===== config.mk =====
export PLATFORM = sky130hd
export DESIGN_NAME = pet_bus_top
export DESIGN_NICKNAME = d
export VERILOG_FILES = /design/src/source/pet_bus_pkg.sv /design/src/source/ram_slot_if.sv /design/src/source/pet_bus_top.sv /design/src/source/cpu_bus_gate.sv /design/src/source/ram_access_stage.sv /design/src/source/wb_request_stage.sv /design/src/source/frame_sequencer.sv
export VERILOG_INCLUDE_DIRS = /design/src /design/src/source
export SDC_FILE = /design/constraint.sdc
export NUM_CORES = 1
export LEC_CHECK = 0
export BUFFER_PORTS_ARGS = -buffer_cell sky130_fd_sc_hd__buf_4
export CORE_UTILIZATION = 45
export DETAILED_ROUTE_END_ITERATION = 12
export MAX_ROUTING_LAYER = met4
export PLACE_DENSITY = 0.83
export SETUP_SLACK_MARGIN = 0.5
export SLEW_MARGIN = 20
export SYNTH_ARGS = -nofsm -noshare
export SYNTH_HDL_FRONTEND = slang
export SYNTH_SLANG_ARGS = --single-unit
export TNS_END_PERCENT = 1

===== constraint.sdc =====
create_clock -name wb_clock_i -period 2.85 [get_ports wb_clock_i]
set_input_delay 0.285 -clock wb_clock_i [delete_from_list [all_inputs] [get_ports wb_clock_i]]
set_output_delay 0.285 -clock wb_clock_i [all_outputs]
set_load 0.02 [all_outputs]

===== src/source/pet_bus_macros.svh =====
// Frame slot positions, bus widths and PET memory map bounds, included by the RTL and the testbench
`ifndef PET_BUS_MACROS_SVH
`define PET_BUS_MACROS_SVH

// Bus widths fixed by the PET hardware
`define PET_CPU_ADDR_W 16 // 6502 address bus
`define PET_RAM_ADDR_W 17 // 128 KiB SRAM
`define PET_DATA_W     8

`define PET_FRAME_CYCLES 64 // One CPU cycle per frame, so 1 MHz Phi2 from 64 MHz

// Slot values in wb_clock_i cycles of 15.625 ns
// Each W65C02 delay is rounded up to whole cycles, plus one cycle for propagation
`define PET_WB_CLOSE  0  // Wishbone stops accepting, leaves 3 cycles to drain
`define PET_BE_START  3  // BE raised once the last Wishbone strobe is over
`define PET_RD_START  6  // tBVD 30 ns gives 2 + 1 cycles after BE
`define PET_PHI_START 9  // tAA 10 ns plus tDSR 15 ns gives 2 + 1 cycles
`define PET_PHI_END   15 // tPWH 62 ns gives 4 cycles, 2 more kept as slack
`define PET_BE_END    17 // tDHR and tDHW 10 ns give 1 + 1 cycles
`define PET_WB_OPEN   20 // tBVD again, CPU pins back in high-Z

// Memory map, every CPU address outside the I/O page is RAM
`define PET_IO_MASK   16'hFF00 // Compare the page only
`define PET_REG_MASK  16'hFFF0 // Compare down to a 16 byte register block
`define PET_IO_BASE   16'hE800 // E800 to E8FF
`define PET_PIA1_BASE 16'hE810 // E810 to E81F
`define PET_PIA2_BASE 16'hE820 // E820 to E82F
`define PET_VIA_BASE  16'hE840 // E840 to E84F

`endif

===== src/source/pet_bus_pkg.sv =====
// Vector types and the RAM access state enum shared by the bus core, used by scoped name
`include "pet_bus_macros.svh"

package pet_bus_pkg;

    // Address as seen on the 6502 pins
    typedef logic [`PET_CPU_ADDR_W-1:0] cpu_addr_t;

    // Full SRAM address, bit 16 only reachable from Wishbone
    typedef logic [`PET_RAM_ADDR_W-1:0] ram_addr_t;

    typedef logic [`PET_DATA_W-1:0] bus_data_t; // One data byte

    // Position inside the frame
    typedef logic [$clog2(`PET_FRAME_CYCLES)-1:0] frame_count_t;

    // Phases of one SRAM access
    typedef enum logic [1:0] {
        IDLE,   // Waiting for a slot item, ready high
        SETUP,  // Address and write data settle
        STROBE, // OE or WE pulse
        DONE    // Strobe released, ack follows
    } ram_phase_e;

endpackage


===== src/source/ram_slot_if.sv =====
// Handshake carrying one accepted Wishbone request from the request stage to the RAM stage
`timescale 1ns/1ps

interface ram_slot_if;

    logic                  valid; // Item on the slot
    logic                  ready; // RAM stage idle
    pet_bus_pkg::ram_addr_t addr;
    pet_bus_pkg::bus_data_t wdata;
    logic                  we;    // High for a write

    // Request stage side
    modport src (
        output valid, addr, wdata, we,
        input  ready
    );

    // RAM access stage side
    modport dst (
        input  valid, addr, wdata, we,
        output ready
    );

endinterface


===== src/source/pet_bus_top.sv =====
// Top level of the PET bus-sharing core, CPU frame slots plus a pipelined Wishbone SRAM master
`timescale 1ns/1ps

module pet_bus_top (
    input  logic                   wb_clock_i,
    input  logic                   rst_n_i,

    // Wishbone B4 pipelined
    input  pet_bus_pkg::ram_addr_t wb_addr_i,
    input  pet_bus_pkg::bus_data_t wb_data_i,
    output pet_bus_pkg::bus_data_t wb_data_o,
    input  logic                   wb_we_i,
    input  logic                   wb_cyc_i,
    input  logic                   wb_stb_i,
    output logic                   wb_stall_o,
    output logic                   wb_ack_o,

    // CPU
    output logic                   cpu_be_o,
    output logic                   cpu_clock_o,  // Phi2
    input  pet_bus_pkg::cpu_addr_t cpu_addr_i,
    output pet_bus_pkg::cpu_addr_t cpu_addr_o,
    output logic                   cpu_addr_oe_o,
    input  logic                   cpu_we_i,
    output logic                   cpu_we_o,
    output logic                   cpu_we_oe_o,

    // RAM
    output pet_bus_pkg::ram_addr_t ram_addr_o,
    output logic                   ram_oe_o,
    output logic                   ram_we_o,
    input  pet_bus_pkg::bus_data_t ram_data_i,
    output pet_bus_pkg::bus_data_t ram_data_o,
    output logic                   ram_data_oe_o,

    // I/O
    output logic                   io_oe_o,
    output logic                   pia1_cs_o,
    output logic                   pia2_cs_o,
    output logic                   via_cs_o
);

    logic                   rd_window;
    logic                   wr_window;
    logic                   wb_window;
    pet_bus_pkg::ram_addr_t wb_ram_addr; // RAM stage address before the pin mux
    logic                   wb_ram_oe;
    logic                   wb_ram_we;

    ram_slot_if slot_if ();

    frame_sequencer frame_sequencer_inst (
        .wb_clock_i (wb_clock_i),
        .rst_n_i    (rst_n_i),
        .cpu_be_o   (cpu_be_o),
        .phi2_o     (cpu_clock_o),
        .rd_window_o(rd_window),
        .wr_window_o(wr_window),
        .wb_window_o(wb_window)
    );

    wb_request_stage wb_request_stage_inst (
        .wb_clock_i (wb_clock_i),
        .rst_n_i    (rst_n_i),
        .wb_addr_i  (wb_addr_i),
        .wb_data_i  (wb_data_i),
        .wb_we_i    (wb_we_i),
        .wb_cyc_i   (wb_cyc_i),
        .wb_stb_i   (wb_stb_i),
        .wb_window_i(wb_window),
        .wb_stall_o (wb_stall_o),
        .slot       (slot_if.src)
    );

    ram_access_stage ram_access_stage_inst (
        .wb_clock_i   (wb_clock_i),
        .rst_n_i      (rst_n_i),
        .slot         (slot_if.dst),
        .ram_data_i   (ram_data_i),
        .ram_addr_o   (wb_ram_addr),
        .ram_oe_o     (wb_ram_oe),
        .ram_we_o     (wb_ram_we),
        .ram_data_o   (ram_data_o),
        .ram_data_oe_o(ram_data_oe_o),
        .wb_data_o    (wb_data_o),
        .wb_ack_o     (wb_ack_o)
    );

    cpu_bus_gate cpu_bus_gate_inst (
        .cpu_addr_i   (cpu_addr_i),
        .cpu_we_i     (cpu_we_i),
        .cpu_be_i     (cpu_be_o),
        .rd_window_i  (rd_window),
        .wr_window_i  (wr_window),
        .wb_ram_addr_i(wb_ram_addr),
        .wb_ram_oe_i  (wb_ram_oe),
        .wb_ram_we_i  (wb_ram_we),
        .ram_addr_o   (ram_addr_o),
        .ram_oe_o     (ram_oe_o),
        .ram_we_o     (ram_we_o),
        .cpu_addr_o   (cpu_addr_o),
        .cpu_addr_oe_o(cpu_addr_oe_o),
        .io_oe_o      (io_oe_o),
        .pia1_cs_o    (pia1_cs_o),
        .pia2_cs_o    (pia2_cs_o),
        .via_cs_o     (via_cs_o)
    );

    // RWB driven low only inside the Wishbone window, released after reset
    assign cpu_we_o    = 1'b0;
    assign cpu_we_oe_o = cpu_addr_oe_o & wb_window;

endmodule


===== src/source/cpu_bus_gate.sv =====
// PET address decoder and pin mux that merges CPU and Wishbone strobes onto the RAM and I/O pins
`timescale 1ns/1ps
`include "pet_bus_macros.svh"

module cpu_bus_gate (
    input  pet_bus_pkg::cpu_addr_t cpu_addr_i,
    input  logic                   cpu_we_i,      // High for a CPU write
    input  logic                   cpu_be_i,
    input  logic                   rd_window_i,
    input  logic                   wr_window_i,
    input  pet_bus_pkg::ram_addr_t wb_ram_addr_i,
    input  logic                   wb_ram_oe_i,
    input  logic                   wb_ram_we_i,
    output pet_bus_pkg::ram_addr_t ram_addr_o,
    output logic                   ram_oe_o,
    output logic                   ram_we_o,
    output pet_bus_pkg::cpu_addr_t cpu_addr_o,
    output logic                   cpu_addr_oe_o,
    output logic                   io_oe_o,
    output logic                   pia1_cs_o,
    output logic                   pia2_cs_o,
    output logic                   via_cs_o
);

    logic io_hit;
    logic ram_hit;

    assign io_hit  = (cpu_addr_i & `PET_IO_MASK) == `PET_IO_BASE;
    assign ram_hit = ~io_hit; // No holes in the map

    // Selects only while the CPU owns the bus
    assign io_oe_o   = io_hit & cpu_be_i;
    assign pia1_cs_o = ((cpu_addr_i & `PET_REG_MASK) == `PET_PIA1_BASE) & cpu_be_i;
    assign pia2_cs_o = ((cpu_addr_i & `PET_REG_MASK) == `PET_PIA2_BASE) & cpu_be_i;
    assign via_cs_o  = ((cpu_addr_i & `PET_REG_MASK) == `PET_VIA_BASE) & cpu_be_i;

    // Wishbone strobes never overlap BE, so a plain OR is enough
    assign ram_oe_o = (ram_hit & cpu_be_i & rd_window_i & ~cpu_we_i) | wb_ram_oe_i;
    assign ram_we_o = (ram_hit & cpu_be_i & wr_window_i & cpu_we_i) | wb_ram_we_i;

    // CPU sees the lower 64 KiB only
    assign ram_addr_o = cpu_be_i ? {1'b0, cpu_addr_i} : wb_ram_addr_i;

    // Wishbone address driven onto the CPU bus while the CPU is parked
    assign cpu_addr_o    = wb_ram_addr_i[`PET_CPU_ADDR_W-1:0];
    assign cpu_addr_oe_o = ~cpu_be_i;

endmodule


===== src/source/ram_access_stage.sv =====
// SRAM access engine, runs one timed access per slot item and returns ack and read data
`timescale 1ns/1ps

module ram_access_stage (
    input  logic                   wb_clock_i,
    input  logic                   rst_n_i,
    ram_slot_if.dst                slot,
    input  pet_bus_pkg::bus_data_t ram_data_i,
    output pet_bus_pkg::ram_addr_t ram_addr_o,
    output logic                   ram_oe_o,
    output logic                   ram_we_o,
    output pet_bus_pkg::bus_data_t ram_data_o,
    output logic                   ram_data_oe_o,
    output pet_bus_pkg::bus_data_t wb_data_o,
    output logic                   wb_ack_o
);

    pet_bus_pkg::ram_phase_e state;
    logic                    we_q; // Latched direction

    assign slot.ready = (state == pet_bus_pkg::IDLE);

    // Strobes decoded from the phase, address and data come from the latches
    assign ram_oe_o      = (state == pet_bus_pkg::STROBE) & ~we_q;
    assign ram_we_o      = (state == pet_bus_pkg::STROBE) & we_q;
    assign ram_data_oe_o = (state != pet_bus_pkg::IDLE) & we_q; // SETUP through DONE

    always_ff @(posedge wb_clock_i or negedge rst_n_i) begin
        if (!rst_n_i) begin
            state    <= pet_bus_pkg::IDLE;
            wb_ack_o <= 1'b0;
        end else begin
            wb_ack_o <= 1'b0; // Single cycle pulse
            case (state)
                pet_bus_pkg::IDLE: begin
                    if (slot.valid) begin
                        state <= pet_bus_pkg::SETUP;
                    end
                end
                pet_bus_pkg::SETUP:  state <= pet_bus_pkg::STROBE;
                pet_bus_pkg::STROBE: state <= pet_bus_pkg::DONE;
                pet_bus_pkg::DONE: begin
                    wb_ack_o <= 1'b1; // Rises 4 cycles after the Wishbone accept
                    state    <= pet_bus_pkg::IDLE;
                end
                default: state <= pet_bus_pkg::IDLE;
            endcase
        end
    end

    // Item latched on the transfer edge, held steady for the whole access
    always_ff @(posedge wb_clock_i) begin
        if (slot.valid && slot.ready) begin
            ram_addr_o <= slot.addr;
            ram_data_o <= slot.wdata;
            we_q       <= slot.we;
        end
    end

    // Read data sampled as OE closes, it stays put through the ack
    always_ff @(posedge wb_clock_i) begin
        if (ram_oe_o) begin
            wb_data_o <= ram_data_i;
        end
    end

endmodule


===== src/source/wb_request_stage.sv =====
// Wishbone pipelined slave front end, accepts requests in the Wishbone window into the slot
`timescale 1ns/1ps

module wb_request_stage (
    input  logic                   wb_clock_i,
    input  logic                   rst_n_i,
    input  pet_bus_pkg::ram_addr_t wb_addr_i,
    input  pet_bus_pkg::bus_data_t wb_data_i,
    input  logic                   wb_we_i,
    input  logic                   wb_cyc_i,
    input  logic                   wb_stb_i,
    input  logic                   wb_window_i, // From the frame sequencer
    output logic                   wb_stall_o,
    ram_slot_if.src                slot
);

    logic full;     // Request register holds an item
    logic window_q; // Window delayed by one cycle
    logic accept;
    logic drain;

    // A request taken on the last window edge may still be handed on one cycle later,
    // its strobe then ends before BE rises. Later than that the item waits for the next window
    assign slot.valid = full & (wb_window_i | window_q);
    assign drain      = slot.valid & slot.ready;

    assign wb_stall_o = ~wb_window_i | (full & ~drain); // Empty or emptying this edge
    assign accept     = wb_cyc_i & wb_stb_i & ~wb_stall_o;

    always_ff @(posedge wb_clock_i or negedge rst_n_i) begin
        if (!rst_n_i) begin
            full     <= 1'b0;
            window_q <= 1'b0;
        end else begin
            window_q <= wb_window_i;
            if (accept) begin
                full <= 1'b1; // Also covers accept while draining
            end else if (drain) begin
                full <= 1'b0;
            end
        end
    end

    // Request payload
    always_ff @(posedge wb_clock_i) begin
        if (accept) begin
            slot.addr  <= wb_addr_i;
            slot.wdata <= wb_data_i;
            slot.we    <= wb_we_i;
        end
    end

endmodule


===== src/source/frame_sequencer.sv =====
// Frame counter that times the CPU bus enable, Phi2, RAM windows and the Wishbone window
`timescale 1ns/1ps
`include "pet_bus_macros.svh"

module frame_sequencer (
    input  logic wb_clock_i,
    input  logic rst_n_i,
    output logic cpu_be_o,    // CPU owns the bus
    output logic phi2_o,      // CPU clock
    output logic rd_window_o, // RAM may drive the CPU data bus
    output logic wr_window_o, // CPU write data is valid
    output logic wb_window_o  // Wishbone may start accesses
);

    pet_bus_pkg::frame_count_t count;

    // Free-running, wraps once per frame
    always_ff @(posedge wb_clock_i or negedge rst_n_i) begin
        if (!rst_n_i) begin
            count <= '0;
        end else if (count == pet_bus_pkg::frame_count_t'(`PET_FRAME_CYCLES - 1)) begin
            count <= '0;
        end else begin
            count <= count + 1'b1;
        end
    end

    // Each window edge lands one cycle after its slot value
    always_ff @(posedge wb_clock_i or negedge rst_n_i) begin
        if (!rst_n_i) begin
            cpu_be_o    <= 1'b0;
            phi2_o      <= 1'b0;
            rd_window_o <= 1'b0;
            wr_window_o <= 1'b0;
            wb_window_o <= 1'b0; // Closed until the first WB_OPEN slot
        end else begin
            case (count)
                pet_bus_pkg::frame_count_t'(`PET_WB_CLOSE): wb_window_o <= 1'b0;
                pet_bus_pkg::frame_count_t'(`PET_BE_START): cpu_be_o    <= 1'b1;
                pet_bus_pkg::frame_count_t'(`PET_RD_START): rd_window_o <= 1'b1;
                pet_bus_pkg::frame_count_t'(`PET_PHI_START): begin
                    phi2_o      <= 1'b1;
                    wr_window_o <= 1'b1; // Write strobe rides on Phi2 high
                end
                pet_bus_pkg::frame_count_t'(`PET_PHI_END): begin
                    phi2_o      <= 1'b0;
                    wr_window_o <= 1'b0;
                    rd_window_o <= 1'b0; // Read data held through the falling edge
                end
                pet_bus_pkg::frame_count_t'(`PET_BE_END): cpu_be_o    <= 1'b0;
                pet_bus_pkg::frame_count_t'(`PET_WB_OPEN): wb_window_o <= 1'b1;
                default: begin
                end
            endcase
        end
    end

endmodule


==> out/metrics.yaml <==
die_h_um: 83.9
viasPerCell: 5.00
clk_latency_ns: 0.34
syn_nets: 251
synth_top_area_frac: 0.598
nets: 358
die_area_um2: 7030
cts_buffer_depth: 2
gp_congestion: 0.833
nFillCells: 507
synthToLayoutAreaGrowth_pct: 34.1
p_sw_uw: 1010
core_um2: 6420
ant_nets: 0
ctsRootBufferMaster: "clkbuf_8"
run_status: "complete, but fails checks"
hold_ws_ns: 0.116
final_max_slew_viol_count: 0
reg2regPathDepth: 5
rows: 29
grt_pass1_wl_um: 9250
dp_hpwl_um: 4360
max_slew_margin: 0.545
hold_class: "primary input to flip-flop"
setup_tns_ns: 0
critPathMaxFanout: 17
critPathLaunch: "ram_access_stage_inst.state[0]"
design_area_um2: 4040
p_leak_uw: 0.00166
finalClockSkew_ns: 0.0102
grt_pass1_vias: 1910
drtIter0Drc: 80
finalSetupViolCount: 0
dr.pass1.iters: 9
path_cells: "inv_1 > ha_1 > o21ai_0 > nor2_2 > buf_4"
synth_edf_count: 60
required_ns: 2.88
synth_area_um2: 3020
start_util: 0.470
powerDensity_nw_per_um2: 785
reg2reg_to: "ram_access_stage_inst.ram_addr_o[13]"
cts_tree: "yes"
routedWlPerCell_um: 15.6
swShare: 0.319
grt_antenna_before_repair: 0
port_buffers: 116
synth_top_cell_by_area: "edfxtp_1"
power.share.clock: 0.232
synthDistinctLibCells: 35
numClockSinks: 75
grt_overflow: 0
power_frac_seq: 0.478
yosysMostFrequentCell: "edfxtp_1"
die_width_um: 83.9
final_util: 0.630
crit_end: "ram_access_stage_inst.ram_addr_o[13]"
rrSetupSlack_ns: 0.88
syn_inst: 189
comb_power_share: 0.290
grt_usage: 0.181
hold_violations: 0
worstSetupEndpointType: "flip-flop"
worstSetupPathType: "flip-flop to flip-flop"
startpoint_type: "flip-flop"
synth_seq_cells: 75
drive_gt1_frac: 0.528
multi_input_area_um2: 654
critPathMaxStageDelay_ns: 0.42
clk_pin_slew_ns: 0.09
r2r-start: "ram_access_stage_inst.state[0]"
ir_worst_vdd_uv: 521
wl_um: 5880
slowest_stage: "nor2_2"
maxCapViolCount: 0
async_reset_ff_frac: 0.200
finalCriticalPeriod_ns: 1.97
avgSynthCellArea_um2: 16.0
violations: "design-rule violations"
ios: 118
vias: 1890
synth_area_leaders: "edfxtp_1, dfrtp_1, mux2_2"
ys_seq_area_frac: 0.722
period_share: 0.693
rsz0062_at_grt: "no"
fmax_mhz: 507
grt_max_degree: 27
cts_buffers: 9
ys_top_cells_by_count: "edfxtp_1, buf_4, mux2_2"
arrival_ns: 2.00
ys.flop_type: "edfxtp_1"
ys_warn_count: 0
num_antenna_cells: 0
cts.htree.levels: 3
seqCellArea_um2: 2180
drcViolationCount: 22
placed_area_um2: 3850
p_int_uw: 2160
power_uw: 3170
tightestPinTransition_ns: 0.677
==> critical path: cells and delay by family, from the launching register on <==
family / cells / cell delay [ns]
buffers and inverters: 2 / 0.43
AND/OR/NAND/NOR: 1 / 0.42
adder cells (fa/ha/maj): 1 / 0.24
flip-flops: 1 / 0.39
AO/OA/AOI/OAI: 1 / 0.16
==> layout make-up <==
class / instances / area share
sequential: 75 / 0.538
clock buffer: 9 / 0.0306
multi-input combinational: 83 / 0.162
inverter: 6 / 0.00557
timing repair buffer: 121 / 0.225
tap: 77 / 0.0238
clock inverter: 7 / 0.0145
==> logic make-up after synthesis <==
family / Yosys count / synth area share
multiplexers: 17 / 0.0635
XOR/XNOR: 2 / 0.00581
AO/OA/AOI/OAI: 21 / 0.0448
flip-flops: 75 / 0.722
other: 1 / 0.00124
adder cells (fa/ha/maj): 7 / 0.0290
buffers and inverters: 31 / 0.0627
AND/OR/NAND/NOR: 35 / 0.0710
==> metal layers <==
layer  routed length (um)  global-route usage
met1                 2200               0.195
met2                 3160               0.318
met3                  448              0.0495
met4                   70              0.0705
met5                    0                   -
==> sequential cells by signal, summed over array words and instances, names as in the netlist <==
name / count
ram_access_stage_inst.we_q: 1
ram_access_stage_inst.wb_ack_o: 1
ram_access_stage_inst.wb_data_o: 8
wb_request_stage_inst.window_q: 1
wb_request_stage_inst.slot.wdata: 8
wb_request_stage_inst.slot.we: 1
ram_access_stage_inst.ram_addr_o: 17
ram_access_stage_inst.state: 2
frame_sequencer_inst.phi2_o: 1
wb_request_stage_inst.slot.addr: 17
frame_sequencer_inst.wb_window_o: 1
ram_access_stage_inst.ram_data_o: 8
wb_request_stage_inst.full: 1
frame_sequencer_inst.count: 6
frame_sequencer_inst.rd_window_o: 1
frame_sequencer_inst.cpu_be_o: 1
==> power by group through the flow <==
stage               clock network (uW)  logic, uW  registers, uW
finish                             735        920           1520
global route                       811        979           1540
CTS                                754        932           1520
detailed placement                   0        929           1540
global placement                     0        911           1530
floorplan                            0        495           1590
==> layout by cell type (no fill, tap or decap), drive strengths merged, types with 4 or more instances in the layout <==
master	n
edfxtp	60
nand3	4
dfrtp	15
clkbuf	9
o21ai	7
ha	7
a31oi	5
nand2	7
buf	120
nor2	6
inv	9
mux2	17
nor2b	4
==> through the flow <==
step           instances  setup WS (ns)
2_1_floorplan        189          0.526
3_3_place_gp         361          0.925
3_5_place_dp         361          0.866
4_1_cts              378          0.851
5_1_grt              378          0.701
6_report             378          0.876
==> worst min-delay path by stage <==
stage                      start  slack (ns)                             endpoint  cells after the start
CTS                 wb_data_i[6]        0.11  wb_request_stage_inst.slot.wdata[6]                      1
global route        wb_data_i[2]        0.09  wb_request_stage_inst.slot.wdata[2]                      1
floorplan                rst_n_i       -0.01        frame_sequencer_inst.count[0]                      0
global placement         rst_n_i        0.15        frame_sequencer_inst.count[1]                      1
detailed placement       rst_n_i        0.16          frame_sequencer_inst.phi2_o                      1
finish              wb_data_i[7]        0.12  wb_request_stage_inst.slot.wdata[7]                      1
==> what timing repair did <==
| action | in CTS | in global routing |
|---|---|---|
| endpoints found under the setup margin | 0 | 0 |
| resized for setup | 0 | 0 |
| setup buffers | 0 | 0 |
| hold endpoints to repair | 15 | 0 |
| hold buffers | 1 | 0 |
Note: power is estimated with default switching activity, not from simulation.
